==> src/include/exec_params.svh <==
`ifndef EXEC_PARAMS_SVH
`define EXEC_PARAMS_SVH

// Datapath width
`define EXEC_XLEN   32

// Register file address width
`define EXEC_REG_AW 5

// One write enable per byte lane
`define EXEC_BE_W   4

// Low rs1 bits taken as the Fibonacci index
`define EXEC_FIB_NW 6

`endif
==> src/rtl/exec_isa_pkg.sv <==
package exec_isa_pkg;

    // Operations decoded upstream and executed here
    typedef enum logic [5:0] {
        NOP,
        ADD,
        SUB,
        AND,
        OR,
        XOR,
        SLL,
        SRL,
        SRA,
        SLT,
        SLTU,
        LUI,
        AUIPC,
        LB,
        LBU,
        LH,
        LHU,
        LW,
        SB,
        SH,
        SW,
        BEQ,
        BNE,
        BLT,
        BLTU,
        BGE,
        BGEU,
        JAL,
        JALR,
        ECALL,
        EBREAK,
        FIB
    } exec_op_e;

    // Machine cause numbers, EXC_NONE sits outside the standard range
    typedef enum logic [4:0] {
        EXC_IADDR_MISALIGNED = 5'd0,
        EXC_ILLEGAL          = 5'd2,
        EXC_BREAKPOINT       = 5'd3,
        EXC_LADDR_MISALIGNED = 5'd4,
        EXC_SADDR_MISALIGNED = 5'd6,
        EXC_ECALL_M          = 5'd11,
        EXC_NONE             = 5'd31
    } exc_code_e;

endpackage

==> src/rtl/exec_bus_pkg.sv <==
`include "exec_params.svh"

package exec_bus_pkg;

    // Instruction as handed over by the decode stage
    typedef struct packed {
        exec_isa_pkg::exec_op_e    op;
        logic [`EXEC_XLEN-1:0]     rs1_data;
        logic [`EXEC_XLEN-1:0]     rs2_data;
        // Immediate or rs2, already selected by decode
        logic [`EXEC_XLEN-1:0]     operand_b;
        logic [`EXEC_REG_AW-1:0]   rd;
        logic [`EXEC_XLEN-1:0]     pc_next;
        logic [`EXEC_XLEN-1:0]     imm_target;
    } exec_issue_t;

    // Data memory request
    typedef struct packed {
        logic [`EXEC_XLEN-1:0]     addr;
        logic                      read_en;
        logic [`EXEC_BE_W-1:0]     write_en;
        logic [`EXEC_XLEN-1:0]     write_data;
    } mem_req_t;

    // Compare results of rs1 against operand_b
    typedef struct packed {
        logic equal;
        logic lt;
        logic ltu;
    } alu_flags_t;

    typedef struct packed {
        logic                      jump;
        logic [`EXEC_XLEN-1:0]     target;
        logic                      misaligned;
    } branch_t;

endpackage

==> src/rtl/execute.sv <==
`include "exec_params.svh"

module execute (
    input  logic                      clk,
    input  logic                      reset_n,
    input  logic                      stall_i,
    input  logic                      illegal_i,
    input  exec_bus_pkg::exec_issue_t issue_i,
    output logic [`EXEC_XLEN-1:0]     result_o,
    output logic [`EXEC_REG_AW-1:0]   rd_o,
    output logic                      write_enable_o,
    output exec_isa_pkg::exec_op_e    op_o,
    output exec_bus_pkg::mem_req_t    mem_req_o,
    output logic                      hold_o,
    output logic                      jump_o,
    output logic [`EXEC_XLEN-1:0]     jump_target_o,
    output logic                      raise_exception_o,
    output exec_isa_pkg::exc_code_e   exception_code_o
);
    import exec_bus_pkg::*;

    logic [`EXEC_XLEN-1:0] sum;
    logic [`EXEC_XLEN-1:0] alu_result;
    logic [`EXEC_XLEN-1:0] fib_result;
    alu_flags_t            flags;
    branch_t               branch;
    logic                  load_misaligned;
    logic                  store_misaligned;
    logic                  fib_hold;
    logic                  accept;

    exec_alu u_alu (
        .issue_i  (issue_i),
        .sum_o    (sum),
        .result_o (alu_result),
        .flags_o  (flags)
    );

    exec_branch u_branch (
        .issue_i  (issue_i),
        .flags_i  (flags),
        .sum_i    (sum),
        .branch_o (branch)
    );

    exec_lsu u_lsu (
        .clk                (clk),
        .reset_n            (reset_n),
        .stall_i            (stall_i),
        .issue_i            (issue_i),
        .sum_i              (sum),
        .mem_req_o          (mem_req_o),
        .load_misaligned_o  (load_misaligned),
        .store_misaligned_o (store_misaligned)
    );

    exec_fib u_fib (
        .clk          (clk),
        .reset_n      (reset_n),
        .stall_i      (stall_i),
        .accept_i     (accept),
        .issue_i      (issue_i),
        .fib_result_o (fib_result),
        .hold_o       (fib_hold)
    );

    exec_retire u_retire (
        .clk                (clk),
        .reset_n            (reset_n),
        .stall_i            (stall_i),
        .illegal_i          (illegal_i),
        .issue_i            (issue_i),
        .alu_result_i       (alu_result),
        .fib_result_i       (fib_result),
        .branch_i           (branch),
        .load_misaligned_i  (load_misaligned),
        .store_misaligned_i (store_misaligned),
        .fib_hold_i         (fib_hold),
        .accept_o           (accept),
        .hold_o             (hold_o),
        .raise_exception_o  (raise_exception_o),
        .exception_code_o   (exception_code_o),
        .result_o           (result_o),
        .rd_o               (rd_o),
        .write_enable_o     (write_enable_o),
        .op_o               (op_o)
    );

    // Branch decision goes straight out to fetch
    assign jump_o        = branch.jump;
    assign jump_target_o = branch.target;

endmodule

==> src/rtl/exec_retire.sv <==
`include "exec_params.svh"

module exec_retire (
    input  logic                      clk,
    input  logic                      reset_n,
    input  logic                      stall_i,
    input  logic                      illegal_i,
    input  exec_bus_pkg::exec_issue_t issue_i,
    input  logic [`EXEC_XLEN-1:0]     alu_result_i,
    input  logic [`EXEC_XLEN-1:0]     fib_result_i,
    input  exec_bus_pkg::branch_t     branch_i,
    input  logic                      load_misaligned_i,
    input  logic                      store_misaligned_i,
    input  logic                      fib_hold_i,
    output logic                      accept_o,
    output logic                      hold_o,
    output logic                      raise_exception_o,
    output exec_isa_pkg::exc_code_e   exception_code_o,
    output logic [`EXEC_XLEN-1:0]     result_o,
    output logic [`EXEC_REG_AW-1:0]   rd_o,
    output logic                      write_enable_o,
    output exec_isa_pkg::exec_op_e    op_o
);
    import exec_isa_pkg::*;

    logic [`EXEC_XLEN-1:0] result;
    logic                  write_enable;
    logic                  no_writeback;

    assign hold_o   = fib_hold_i;
    assign accept_o = !hold_o && !stall_i;

    always_comb begin
        case (issue_i.op)
            FIB:       result = fib_result_i;
            JAL, JALR: result = issue_i.pc_next;
            default:   result = alu_result_i;
        endcase
    end

    //////////////////////////////////////////////////////////////////////
    // Exceptions, highest priority first
    //////////////////////////////////////////////////////////////////////

    always_comb begin
        if (issue_i.op == NOP)             exception_code_o = EXC_NONE;
        else if (illegal_i)                exception_code_o = EXC_ILLEGAL;
        else if (branch_i.misaligned)      exception_code_o = EXC_IADDR_MISALIGNED;
        else if (issue_i.op == ECALL)      exception_code_o = EXC_ECALL_M;
        else if (issue_i.op == EBREAK)     exception_code_o = EXC_BREAKPOINT;
        else if (load_misaligned_i)        exception_code_o = EXC_LADDR_MISALIGNED;
        else if (store_misaligned_i)       exception_code_o = EXC_SADDR_MISALIGNED;
        else                               exception_code_o = EXC_NONE;
    end

    assign raise_exception_o = exception_code_o != EXC_NONE;

    // Stores and branches never write the register file
    assign no_writeback = issue_i.op inside {NOP, SB, SH, SW, BEQ, BNE, BLT, BLTU, BGE, BGEU};
    assign write_enable = (issue_i.rd != '0) && !no_writeback && !hold_o && !raise_exception_o;

    always_ff @(posedge clk or negedge reset_n) begin
        if (!reset_n) begin
            write_enable_o <= 1'b0;
            op_o           <= NOP;
        end else if (!stall_i) begin
            write_enable_o <= write_enable;
            op_o           <= issue_i.op;
        end
    end

    always_ff @(posedge clk) begin
        if (!stall_i) begin
            result_o <= result;
            rd_o     <= issue_i.rd;
        end
    end

endmodule

==> src/rtl/exec_fib.sv <==
`include "exec_params.svh"

module exec_fib (
    input  logic                      clk,
    input  logic                      reset_n,
    input  logic                      stall_i,
    input  logic                      accept_i,
    input  exec_bus_pkg::exec_issue_t issue_i,
    output logic [`EXEC_XLEN-1:0]     fib_result_o,
    output logic                      hold_o
);
    import exec_isa_pkg::*;

    typedef enum logic [1:0] {FIB_IDLE, FIB_RUN, FIB_DONE} fib_state_e;

    fib_state_e              state;
    logic [`EXEC_FIB_NW-1:0] count;
    logic [`EXEC_XLEN-1:0]   term_a;
    logic [`EXEC_XLEN-1:0]   term_b;
    logic                    is_fib;
    logic                    start;
    logic                    done;
    logic                    finished;

    assign is_fib = issue_i.op == FIB;
    // Finished flag stops a second run of the same instruction
    assign start  = is_fib && (state != FIB_RUN) && !finished && !stall_i;
    assign done   = (state == FIB_RUN) && (count == '0);
    assign hold_o = is_fib && !(done || finished);

    always_ff @(posedge clk or negedge reset_n) begin
        if (!reset_n) begin
            state    <= FIB_IDLE;
            count    <= '0;
            finished <= 1'b0;
        end else begin
            case (state)
                FIB_IDLE, FIB_DONE: begin
                    if (start) begin
                        state <= FIB_RUN;
                        count <= issue_i.rs1_data[`EXEC_FIB_NW-1:0];
                    end
                end
                FIB_RUN: begin
                    if (done) begin
                        state <= FIB_DONE;
                    end else begin
                        count <= count - 1'b1;
                    end
                end
                default: state <= FIB_IDLE;
            endcase
            if (accept_i) begin
                finished <= 1'b0;
            end else if (done) begin
                finished <= 1'b1;
            end
        end
    end

    // term_a walks F(0), F(1), ... and wraps at the data width
    always_ff @(posedge clk) begin
        if (start) begin
            term_a <= '0;
            term_b <= `EXEC_XLEN'd1;
        end else if ((state == FIB_RUN) && !done) begin
            term_a <= term_b;
            term_b <= term_a + term_b;
        end
    end

    assign fib_result_o = term_a;

endmodule

==> src/rtl/exec_lsu.sv <==
`include "exec_params.svh"

module exec_lsu (
    input  logic                      clk,
    input  logic                      reset_n,
    input  logic                      stall_i,
    input  exec_bus_pkg::exec_issue_t issue_i,
    input  logic [`EXEC_XLEN-1:0]     sum_i,
    output exec_bus_pkg::mem_req_t    mem_req_o,
    output logic                      load_misaligned_o,
    output logic                      store_misaligned_o
);
    import exec_isa_pkg::*;

    logic                  read_en;
    logic [`EXEC_BE_W-1:0] write_en;
    logic [`EXEC_XLEN-1:0] write_data;

    logic                  read_en_q;
    logic [`EXEC_BE_W-1:0] write_en_q;
    logic [`EXEC_XLEN-1:0] addr_q;
    logic [`EXEC_XLEN-1:0] write_data_q;

    assign read_en = issue_i.op inside {LB, LBU, LH, LHU, LW};

    // Lanes picked by the low address bits
    always_comb begin
        case (issue_i.op)
            SB:      write_en = `EXEC_BE_W'(1) << sum_i[1:0];
            SH:      write_en = `EXEC_BE_W'(3) << sum_i[1:0];
            SW:      write_en = '1;
            default: write_en = '0;
        endcase
    end

    // Narrow stores repeat the data on every lane
    always_comb begin
        case (issue_i.op)
            SB:      write_data = {4{issue_i.rs2_data[7:0]}};
            SH:      write_data = {2{issue_i.rs2_data[15:0]}};
            default: write_data = issue_i.rs2_data;
        endcase
    end

    assign load_misaligned_o  = ((issue_i.op inside {LH, LHU}) && sum_i[0])
                             || ((issue_i.op == LW) && (sum_i[1:0] != 2'b00));
    assign store_misaligned_o = ((issue_i.op == SH) && sum_i[0])
                             || ((issue_i.op == SW) && (sum_i[1:0] != 2'b00));

    always_ff @(posedge clk or negedge reset_n) begin
        if (!reset_n) begin
            read_en_q  <= 1'b0;
            write_en_q <= '0;
        end else if (!stall_i) begin
            read_en_q  <= read_en;
            write_en_q <= write_en;
        end
    end

    always_ff @(posedge clk) begin
        if (!stall_i) begin
            addr_q       <= sum_i;
            write_data_q <= write_data;
        end
    end

    assign mem_req_o = '{addr: addr_q, read_en: read_en_q, write_en: write_en_q,
                         write_data: write_data_q};

endmodule

==> src/rtl/exec_branch.sv <==
`include "exec_params.svh"

module exec_branch (
    input  exec_bus_pkg::exec_issue_t issue_i,
    input  exec_bus_pkg::alu_flags_t  flags_i,
    input  logic [`EXEC_XLEN-1:0]     sum_i,
    output exec_bus_pkg::branch_t     branch_o
);
    import exec_isa_pkg::*;

    always_comb begin
        case (issue_i.op)
            BEQ:       branch_o.jump = flags_i.equal;
            BNE:       branch_o.jump = !flags_i.equal;
            BLT:       branch_o.jump = flags_i.lt;
            BLTU:      branch_o.jump = flags_i.ltu;
            BGE:       branch_o.jump = !flags_i.lt;
            BGEU:      branch_o.jump = !flags_i.ltu;
            JAL, JALR: branch_o.jump = 1'b1;
            default:   branch_o.jump = 1'b0;
        endcase
    end

    // JALR target comes from rs1 plus offset, low bit dropped
    assign branch_o.target = (issue_i.op == JALR) ? {sum_i[`EXEC_XLEN-1:1], 1'b0}
                                                  : issue_i.imm_target;

    // No compressed instructions, so any taken target off a word boundary traps
    assign branch_o.misaligned = branch_o.jump && branch_o.target[1];

endmodule

==> src/rtl/exec_alu.sv <==
`include "exec_params.svh"

module exec_alu (
    input  exec_bus_pkg::exec_issue_t issue_i,
    output logic [`EXEC_XLEN-1:0]     sum_o,
    output logic [`EXEC_XLEN-1:0]     result_o,
    output exec_bus_pkg::alu_flags_t  flags_o
);
    import exec_isa_pkg::*;

    logic [`EXEC_XLEN-1:0] add_b;
    logic [4:0]            shamt;

    // Subtraction reuses the adder with a negated operand
    assign add_b = (issue_i.op == SUB) ? -issue_i.operand_b : issue_i.operand_b;
    assign sum_o = issue_i.rs1_data + add_b;
    assign shamt = issue_i.operand_b[4:0];

    assign flags_o.equal = issue_i.rs1_data == issue_i.operand_b;
    assign flags_o.lt    = $signed(issue_i.rs1_data) < $signed(issue_i.operand_b);
    assign flags_o.ltu   = issue_i.rs1_data < issue_i.operand_b;

    //////////////////////////////////////////////////////////////////////
    // Result select
    //////////////////////////////////////////////////////////////////////

    always_comb begin
        case (issue_i.op)
            AND:     result_o = issue_i.rs1_data & issue_i.operand_b;
            OR:      result_o = issue_i.rs1_data | issue_i.operand_b;
            XOR:     result_o = issue_i.rs1_data ^ issue_i.operand_b;
            SLL:     result_o = issue_i.rs1_data << shamt;
            SRL:     result_o = issue_i.rs1_data >> shamt;
            SRA:     result_o = $signed(issue_i.rs1_data) >>> shamt;
            SLT:     result_o = {{(`EXEC_XLEN-1){1'b0}}, flags_o.lt};
            SLTU:    result_o = {{(`EXEC_XLEN-1){1'b0}}, flags_o.ltu};
            // Upper immediate arrives already shifted
            LUI:     result_o = issue_i.operand_b;
            AUIPC:   result_o = issue_i.imm_target;
            default: result_o = sum_o;
        endcase
    end

endmodule

==> config.mk <==
export PLATFORM = sky130hd
export DESIGN_NAME = execute
export DESIGN_NICKNAME = d
export VERILOG_FILES = /design/src/rtl/exec_isa_pkg.sv /design/src/rtl/exec_bus_pkg.sv /design/src/rtl/execute.sv /design/src/rtl/exec_retire.sv /design/src/rtl/exec_fib.sv /design/src/rtl/exec_lsu.sv /design/src/rtl/exec_branch.sv /design/src/rtl/exec_alu.sv
export VERILOG_INCLUDE_DIRS = /design/src /design/src/include
export SDC_FILE = /design/constraint.sdc
export NUM_CORES = 1
export LEC_CHECK = 0
export BUFFER_PORTS_ARGS = -buffer_cell sky130_fd_sc_hd__buf_2
export CAP_MARGIN = 20
export CORE_MARGIN = 5
export CORE_UTILIZATION = 28
export DETAILED_ROUTE_END_ITERATION = 8
export PLACE_DENSITY = 0.48
export SLEW_MARGIN = 20
export SYNTH_ARGS = -nofsm -noshare
export SYNTH_HDL_FRONTEND = slang
export SYNTH_SLANG_ARGS = --single-unit
==> constraint.sdc <==
create_clock -name clk -period 10 [get_ports clk]
set_input_delay 2.5 -clock clk [delete_from_list [all_inputs] [get_ports clk]]
set_output_delay 2.5 -clock clk [all_outputs]
set_load 0.03 [all_outputs]
==> impl_metrics.json <==
{
  "status": "completed",
  "yosysWarnings": 0,
  "fmax_mhz": 105,
  "synth_most_common_cell": "nor2_1",
  "core_um2": 63100,
  "cp_top_family": "compound AO/OA/AOI/OAI gates",
  "required_ns": 7.50,
  "insertion_delay_ns": 0.51,
  "rsz0062_at_grt": "no",
  "power_leakage_uw": 0.00920,
  "io_pins": 328,
  "die_h_um": 262,
  "p_sw_uw": 1500,
  "worstPathArrival_ns": 7.07,
  "cts_tree": "yes",
  "drive_gt1_frac": 0.225,
  "slew_headroom": 0.210,
  "grt_usage": 0.232,
  "use_met2": 0.365,
  "syn_area_per_cell_um2": 8.55,
  "fp-row-count": 92,
  "endpoint": "jump_target_o[30]",
  "cp-end-kind": "output pin",
  "switching_share": 0.438,
  "netlist_area_um2": 17800,
  "drc": 0,
  "hp-class": "flop to flop",
  "hold-path-cell-count": 2,
  "internal-power_uw": 1920,
  "r2r_cells": 13,
  "critPathBufInv": 4,
  "yosysSeqAreaShare": 0.271,
  "synth_area_leader_cell": "edfxtp_1",
  "cts_buffers": 17,
  "gp_congestion": 0.985,
  "reg2reg_to": "u_fib.term_b[30]",
  "period_needed_ns": 9.57,
  "cts-root-buf": "clkbuf_16",
  "drtIter0Drc": 2107,
  "clockPowerShare": 0.208,
  "yosys-top-cells-count": "nor2_1 (242), nand2_1 (226), ha_1 (160), a21oi_1 (144), o21ai_0 (139)",
  "htree_num_levels": 4,
  "async_reset_ff_frac": 0.113,
  "vias": 18100,
  "grt_start_max_net_pins": 72,
  "combinationalPowerShare": 0.476,
  "clk_path_buf_depth": 2,
  "r2r_setup_slack_ns": 6.46,
  "setup_violations": 0,
  "cp_cell_sequence": "buf_2, or2_2, or3_1, nor2_1, buf_4, nand2_1, o21ai_0, inv_1, fa_1, nor2b_4, o21ai_2, a21boi_2, o21ai_2, o31a_1, o31ai_4, a2111o_1, a211o_1, nand3_1, mux2_2, buf_2",
  "syn_nets": 2422,
  "timing.critical_path.slowest_stage_cell": "o31ai_4",
  "ctsHoldBuffers": 0,
  "worst_slack_ns": 0.431,
  "synth_edf_count": 101,
  "cts_resized": 0,
  "crit_start": "issue_i[170]",
  "fin_worst_skew_ns": 0.0333,
  "clk_pin_slew_ns": 0.08,
  "area.growth.synth_to_final_pct": 17.7,
  "die_area_um2": 68800,
  "gr-total-overflow": 0,
  "drv_cap": 0,
  "worstSetupPathType": "input pin to output pin",
  "finalMaxSlewViolations": 0,
  "routed_wl_um": 83800,
  "hold_viol_final": 0,
  "wl_per_cell_um": 26.1,
  "sequentialPowerShare": 0.315,
  "power_density_nw_per_um2": 163,
  "tightest_slew_ns": 1.17,
  "synth_top_area_frac": 0.170,
  "antenna_found_initial": 6,
  "use_met1": 0.317,
  "synthFlopType": "edfxtp_1",
  "stdcell_count": 3211,
  "grt_pass1_vias": 17300,
  "fin_nets": 2688,
  "die_w_um": 262,
  "synth_area_leaders": "edfxtp_1 (17%), ha_1 (11%), dfxtp_1 (7.2%), mux4_2 (6.4%), nor2_1 (5.1%)",
  "finalCritPeriodShare": 0.957,
  "ant_nets": 0,
  "cts_setup_buffers": 0,
  "dp_slack_ns": 0.539,
  "start_util": 0.283,
  "cts_sinks": 186,
  "ir_drop_uv": 152,
  "dr.pass1.iters": 8,
  "startpoint_type": "input pin",
  "critPathMaxFanout": 17,
  "busiest_layer": "met2",
  "syn_inst": 2085,
  "dp.cells": 3178,
  "ys_types": 91,
  "port-buffer-count": 327,
  "tns_ns": 0,
  "dp.final_hpwl_um": 65300,
  "synth_seq_cells": 186,
  "viasPerCell": 5.63,
  "slowest_delay_ns": 0.48,
  "r2r-start": "u_fib.fib_result_o[0]",
  "grt_use_met3": 0.0539,
  "grt_pass1_wl_um": 121000,
  "path_depth": 20
}
==> state kept, by name, indices dropped and copies added, names as in the netlist <==
| signal | cells |
|---|---|
| u_fib.count | 6 |
| u_fib.fib_result_o | 32 |
| u_fib.finished | 1 |
| u_fib.state | 2 |
| u_fib.term_b | 32 |
| u_lsu.addr_q | 32 |
| u_lsu.read_en_q | 1 |
| u_lsu.write_data_q | 32 |
| u_lsu.write_en_q | 4 |
| u_retire.op_o | 6 |
| u_retire.rd_o | 5 |
| u_retire.result_o | 32 |
| u_retire.write_enable_o | 1 |
==> layer usage <==
layer	vias up	wire [um]
li1	8258	-
met1	8889	36500
met2	825	37600
met3	97	6990
met4	6	2660
met5	-	45
==> worst reg2reg max path, delay by kind of cell (launching register included) <==
family / cells / cell delay [ns]
AOI/OAI and AO/OA: 6 / 1.52
and+or+nand+nor: 3 / 0.75
adders and majority gates: 2 / 0.59
DFF: 1 / 0.36
xor gates and xnor gates: 1 / 0.14
buffers and inverters: 1 / 0.06
==> through the flow <==
stage / hold WS, ns / utilization / cell area, um2 / total power (uW)
2_1_floorplan: 0.448 / - / 17800 / 2170
3_3_place_gp: 0.463 / 0.323 / 20400 / 2690
3_5_place_dp: 0.473 / 0.323 / 20400 / 2700
4_1_cts: 0.483 / 0.333 / 21000 / 3430
5_1_grt: 0.511 / 0.333 / 21000 / 3620
6_report: 0.485 / 0.333 / 21000 / 3420
==> kinds of logic after synthesis <==
family / share of synthesized area
compound gates: 0.222
xor+xnor: 0.0398
fa+ha+maj: 0.115
buf+inv: 0.0509
flops: 0.271
mux: 0.130
simple gates: 0.172
==> cells in the final DEF, fill, tap and decap left out, types with 31 or more instances in the layout <==
| cell | instances |
|---|---|
| mux4_2 | 51 |
| o21ai_0 | 138 |
| nor3_1 | 36 |
| a21o_1 | 40 |
| nor2_1 | 236 |
| inv_1 | 96 |
| buf_2 | 326 |
| nand2_1 | 226 |
| ha_1 | 160 |
| xnor2_1 | 68 |
| a22oi_1 | 31 |
| edfxtp_1 | 101 |
| nand3_1 | 46 |
| buf_4 | 45 |
| a21oi_1 | 144 |
| mux2i_1 | 83 |
| dfxtp_1 | 64 |
==> worst min path at each step <==
stage,startpoint,to,slack (ns)
3_5_place_dp,u_fib.term_b[6],u_fib.term_b[6],0.47
3_3_place_gp,u_fib.term_b[30],u_fib.term_b[30],0.46
2_1_floorplan,u_fib.term_b[4],u_fib.term_b[4],0.45
5_1_grt,u_retire.op_o[3],u_retire.op_o[3],0.51
6_report,u_fib.term_b[6],u_fib.term_b[6],0.48
4_1_cts,u_fib.term_b[6],u_fib.term_b[6],0.48
==> power by group through the flow <==
stage	Clock (uW)	Sequential [uW]	Combinational [uW]
floorplan	0	1180	988
global placement	0	1090	1590
detailed placement	0	1090	1610
CTS	735	1080	1620
global route	761	1100	1760
finish	712	1080	1630
==> layout make-up <==
class | count | area (um2)
Clock buffer | 18 | 429
Clock inverter | 14 | 161
Fill cell | 6728 | 42100
Sequential cell | 186 | 4840
Antenna cell | 1 | 2.50
Tap cell | 846 | 1060
Timing Repair Buffer | 372 | 2000
Multi-Input combinational cell | 1676 | 12100
Inverter | 98 | 370
Note: power is estimated with default switching activity, not from simulation.
